File: config.mk
export PLATFORM = sky130hd
export DESIGN_NAME = nnActivation
export DESIGN_NICKNAME = d
export VERILOG_FILES = /design/src/nnPkg.sv /design/src/nnActivation.sv
export VERILOG_INCLUDE_DIRS = /design/src
export SDC_FILE = /design/constraint.sdc
export NUM_CORES = 1
export LEC_CHECK = 0
export ABC_AREA = 0
export BUFFER_PORTS_ARGS = -buffer_cell sky130_fd_sc_hd__buf_2
export CAP_MARGIN = 20
export CORE_ASPECT_RATIO = 0.5
export CORE_MARGIN = 4
export CORE_UTILIZATION = 45
export CTS_BUF_LIST = sky130_fd_sc_hd__clkbuf_8
export DETAILED_ROUTE_END_ITERATION = 7
export HOLD_SLACK_MARGIN = 0.08
export PLACE_DENSITY = 0.88
export SLEW_MARGIN = 0
export SYNTH_ARGS = -nofsm -noshare
export SYNTH_HDL_FRONTEND = slang
export SYNTH_SLANG_ARGS = --single-unit
File: constraint.sdc
create_clock -name clk -period 1 [get_ports clk]
set_clock_uncertainty 0.15 [all_clocks]
set_input_delay 0.1 -clock clk [delete_from_list [all_inputs] [get_ports clk]]
set_output_delay 0.1 -clock clk [all_outputs]
set_load 0.03 [all_outputs]
File: src/nnLayer_consts.svh
`ifndef NN_LAYER_CONSTS_SVH
`define NN_LAYER_CONSTS_SVH

// Layer geometry.
`define NN_NEURONS 4
`define NN_INPUTS 15
`define NN_DATA_W 16

// Each neuron owns a block of 64 bytes in the weight region and its bias sits last.
`define NN_WEIGHT_STRIDE 64

// Register map in byte addresses on the 12-bit AXI4-Lite bus.
`define NN_ADDR_INPUT 12'h000
`define NN_ADDR_WEIGHT 12'h100
`define NN_ADDR_CTRL 12'h200
`define NN_ADDR_STATUS 12'h204
`define NN_ADDR_RESULT 12'h300

// AXI response codes.
`define NN_RESP_OKAY 2'b00
`define NN_RESP_SLVERR 2'b10

`endif
File: src/nnPkg.sv
`include "nnLayer_consts.svh"

package nnPkg;

	typedef logic signed [`NN_DATA_W-1:0] sample_t;
	typedef logic signed [`NN_DATA_W-1:0] sum_t;

	typedef logic [11:0] axiAddr_t;
	typedef logic [31:0] axiData_t;
	typedef logic [3:0] axiStrb_t;
	typedef logic [1:0] axiResp_t;

	typedef sample_t [`NN_INPUTS-1:0] sampleVec_t;
	// Index NN_INPUTS of each neuron holds its bias.
	typedef sample_t [`NN_NEURONS-1:0][`NN_INPUTS:0] weightBank_t;
	typedef sum_t [`NN_NEURONS-1:0] sumVec_t;

	typedef struct packed {
		axiAddr_t awaddr;
		logic awvalid;
		axiData_t wdata;
		axiStrb_t wstrb;
		logic wvalid;
		logic bready;
		axiAddr_t araddr;
		logic arvalid;
		logic rready;
	} axiLiteReq_t;

	typedef struct packed {
		logic awready;
		logic wready;
		logic arready;
		logic bvalid;
		axiResp_t bresp;
		logic rvalid;
		axiData_t rdata;
		axiResp_t rresp;
	} axiLiteRsp_t;

	typedef struct packed {
		logic isInput;
		logic isWeight;
		logic isCtrl;
		logic isStatus;
		logic isResult;
		logic [1:0] neuron;
		logic [3:0] index;
	} addrDec_t;

	typedef enum logic [1:0] {WR_IDLE, WR_ACCEPT, WR_RESP} wrState_t;
	typedef enum logic [1:0] {RD_IDLE, RD_ACCEPT, RD_DATA} rdState_t;

endpackage

File: src/nnActivation.sv
`timescale 1ns/1ps
`include "nnLayer_consts.svh"

module nnActivation (
	input logic clk,
	input logic reset,
	input nnPkg::sumVec_t sums,
	input logic sumValid,
	input logic start,
	output nnPkg::sumVec_t results,
	output logic done
);

	function automatic nnPkg::sum_t relu(input nnPkg::sum_t val);
		if (val[`NN_DATA_W-1])
			return '0;
		return val;
	endfunction

	always_ff @(posedge clk)
	begin
		if (reset)
		begin
			results <= '0;
			done <= 1'b0;
		end
		else
		begin
			if (sumValid)
			begin
				for (int n = 0; n < `NN_NEURONS; n++)
					results[n] <= relu(sums[n]);
			end
			// A finishing result wins over a new start in the same cycle.
			done <= sumValid | (done & ~start);
		end
	end

	genvar n;
	generate
		for (n = 0; n < `NN_NEURONS; n++)
		begin : gCheck
			assert property (@(posedge clk) disable iff (reset)
				!results[n][`NN_DATA_W-1]);
		end
	endgenerate

endmodule

* After elaboration in Yosys (flattened, before gate mapping)
Cells that the tools add are included.
Operators by class: multiplexer cells 20, bitwise logic cells 3
Operators with widths (count):
- two-way mux 16 bit | 8
- two-way mux 1 bit | 12
- AND 1 bit | 1
- NOT 1 bit | 1
- bitwise OR 1 bit | 1
Word-level totals: input port bits 68, output and inout bits 65, flip-flop bits (word level) 65, word-level logic and storage cells 28

* Logic depth before layout (Yosys ltp)
word-level depth 4, mapped depth 4

* Worst setup path after synthesis
Ideal clock, no wire load.
path type flip-flop to flip-flop, start register done, end register done, stages on the path, launching flop included 3, data arrival time 0.686 ns, required time 0.780 ns, buffers on the path 0, clock period less this slack 0.907 ns, setup slack 0.093 ns, cell sequence dfxtp_1 > nand2b_1 > a21oi_1
On the way: word-level cells in the longest chain between the ends 2
Ends and longest elaborated chain:
- from (decl) | RTL line nnActivation.sv:11 | output logic done
- from (signal assigned) | RTL line nnActivation.sv:35 | done <= sumValid | (done & ~start);
- AND 1 bit | RTL line nnActivation.sv:35
- bitwise OR 1 bit | RTL line nnActivation.sv:35
No other way between the ends. A chain may end at the register's enable or synchronous reset.

* Worst setup path in the final report
start register results[13] in the netlist's numbering, end output results[13] in the netlist's numbering
RTL lines:
- from (decl) | RTL line nnActivation.sv:10 | output nnPkg::sumVec_t results,
- from (signal, indexed assignment) | RTL line nnActivation.sv:32 | results[n] <= relu(sums[n]);
No word-level cell between the ends.

==> metrics.cfg <==
[route]
ant_nets = 0
drtPass1Iterations = 8
wire_per_inst_um = 20.7
drc = 0
drt-initial-drc-count = 235
vias = 3060
avgViaCountPerCell = 5.40
drt_wl_total_um = 11800

[worst_setup_path]
cp.required_ns = 0.75
critPathTopFamily = flip-flops
worstSetupEndpointType = output port
crit_buf_inv = 1
slowest_stage = dfxtp_2
worstPathCellList = buf_6
cp_data_arrival_time_ns = 0.87
worstSetupPathType = reg -> out
start_kind = flip-flop
slowest_delay_ns = 0.38
cp_max_fo = 2

[clocking]
cts_root_buf = clkbuf_8
clk_pin_slew_ns = 0.08
hold_buffers = 61
cts_buffers = 9
cts_tree = built
cts.sinks = 61
htreeDepth = 3
insertion_delay_ns = 0.34
clockBufferDepth = 2

[cells_and_area]
finalNonFillerCells = 567
fillers = 261
final_nets = 558
stdcell_area_um2 = 4740
diodes = 0
area_growth_syn_to_layout_pct = 86.4
drive_above_1_share_pct = 49.8

[global_routing]
grt_pass1_wl_um = 15900
grt_start_max_net_pins = 45
use_met2_pct = 56.0
grtUsageMet1_pct = 32.9
grt_pass1_vias = 2974
antenna_found_initial = 0
grtUsageMet3_pct = 8.73
globalRoute.busiestLayer = met2
grt_overflow = 0
grt_usage_pct = 30.0

[sta]
fin_hold_ws_ns = 0.0143
fin_crit_ns = 1.12
drv_slew = 0
fmax_mhz = 891
hold_viol = 0
fin_tns_setup_ns = -4.24
period_share_pct = 112
rsz0062_at_grt = true
setup_viol = 65
timing.final.ws_setup_ns = -0.123

[placed_design]
dp_cells = 454
place.detailed.hpwl_um = 4430
gp_congestion = 0.742
port_buffers = 128
placed_area_um2 = 3210

[job]
drv_cap = 0

[synth]
yosys.cell_types.count = 10
synth.area.top_cells = dfxtp_1 (48%), nand3b_1 (18%), nand2b_1 (15%)
synth_top_area_share_pct = 48.0
ys.flop_type = dfxtp_1
synth_seq_cells = 61
yosys_warnings = 0
netlist_area_um2 = 2540
synth_common_cells = a21oi_1 (61), dfxtp_1 (61), nand2b_1 (61)
synth_cells = 273
synth-edff-count = 0
ys_async_sr_fraction_pct = 0
avgSynthCellArea_um2 = 9.32
yosys.area.top_type = dfxtp_1
yosysSeqAreaShare_pct = 48.0

[pwr]
share_seq_of_total_power_pct = 44.3
swShare_pct = 27.9
p_leak_nw = 2.02
finalPower_mw = 5.92
intPower_mw = 4.27
netSwitchingPower_mw = 1.65
irDropWorstVdd_uv = 904
combPwrFrac_pct = 21.4
p_clk_share_pct = 34.3
power_density_nw_per_um2 = 1250

[die]
core.rowCount = 19
die_x_um = 114
ios = 133
start_util_pct = 46.5
die_area_um2 = 6990
die_y_um = 61.2
core_area_um2 = 5470

[outcome]
failed_checks = setup timing
outcome = complete, but fails checks

[hold_path]
hp-class = in -> reg

-- final timing paths --
path	startpoint	endpoint	slack (ns)	cells past startpoint
hold reg to reg	results[6]	results[6]	0.32	2
hold / removal	reset	results[35]	0.01	3
setup reg to reg	results[13]	results[13]	-0.02	3
setup / recovery	results[13]	results[13]	-0.12	1
-- power groups by stage --
| stage | Sequential, mW | Clock, mW | Combinational (mW) |
|---|---|---|---|
| final | 2.62 | 2.03 | 1.26 |
| after global routing | 2.63 | 2.16 | 1.32 |
| after CTS | 2.61 | 1.99 | 1.12 |
| after detailed placement | 2.62 | 0 | 0.800 |
| after global placement | 2.62 | 0 | 0.789 |
| after floorplan | 2.81 | 0 | 0.333 |
-- metrics by stage --
| step | utilization [%] | setup slack, ns |
|---|---|---|
| after floorplan | - | 0.0933 |
| after global placement | 58.7 | 0.0717 |
| after detailed placement | 58.7 | -0.0201 |
| after CTS | 83.4 | -0.0713 |
| after global routing | 86.7 | -0.145 |
| final | 86.7 | -0.123 |
-- layer usage --
metal / vias up / wire, µm / share of wire, %
li1: 1347 / - / -
met2: 166 / 6030 / 51
met1: 1496 / 4500 / 38
met3: 51 / 701 / 6.0
met4: 0 / 522 / 4.4
met5: - / 0 / 0
-- kinds of logic (layout without fill, tap and decap cells) --
family | Yosys count | count (layout) | synth area share [%]
compound gates | 61 | 61 | 12.0
buf+inv | 29 | 247 | 7.13
flops | 61 | 61 | 48.0
other cells | 1 | 4 | 0.147
simple gates | 121 | 121 | 32.7
-- cells in the final DEF (no fill, tap or decap), drive strengths merged --
cell type,instances
clkinv,1
a21oi,61
inv,3
dfxtp,61
dlygate4sd3,61
conb,4
clkbuf,12
buf,170
nand3b,60
nand2b,61
-- registers in the layout, summed over array words and instances, names as in the netlist --
signal and flops:
done 1, results 60
-- layout make-up --
type                       instances  area [µm²]  share of cell area [%]
clock buffer                      12         165                    3.48
timing repair buffer             231        2010                    42.4
multi-input combinational        186        1160                    24.5
clock inverter                     3        12.5                   0.264
tap                               73        91.3                    1.93
sequential                        61        1300                    27.4
inverter                           1        3.75                  0.0792
-- what timing repair did --
item	4_1_cts	5_1_grt
gates resized for setup	183	2
hold endpoints to repair	61	34
setup endpoints to repair	61	61
setup buffers	14	23
Power figures use the tool's default switching activity.
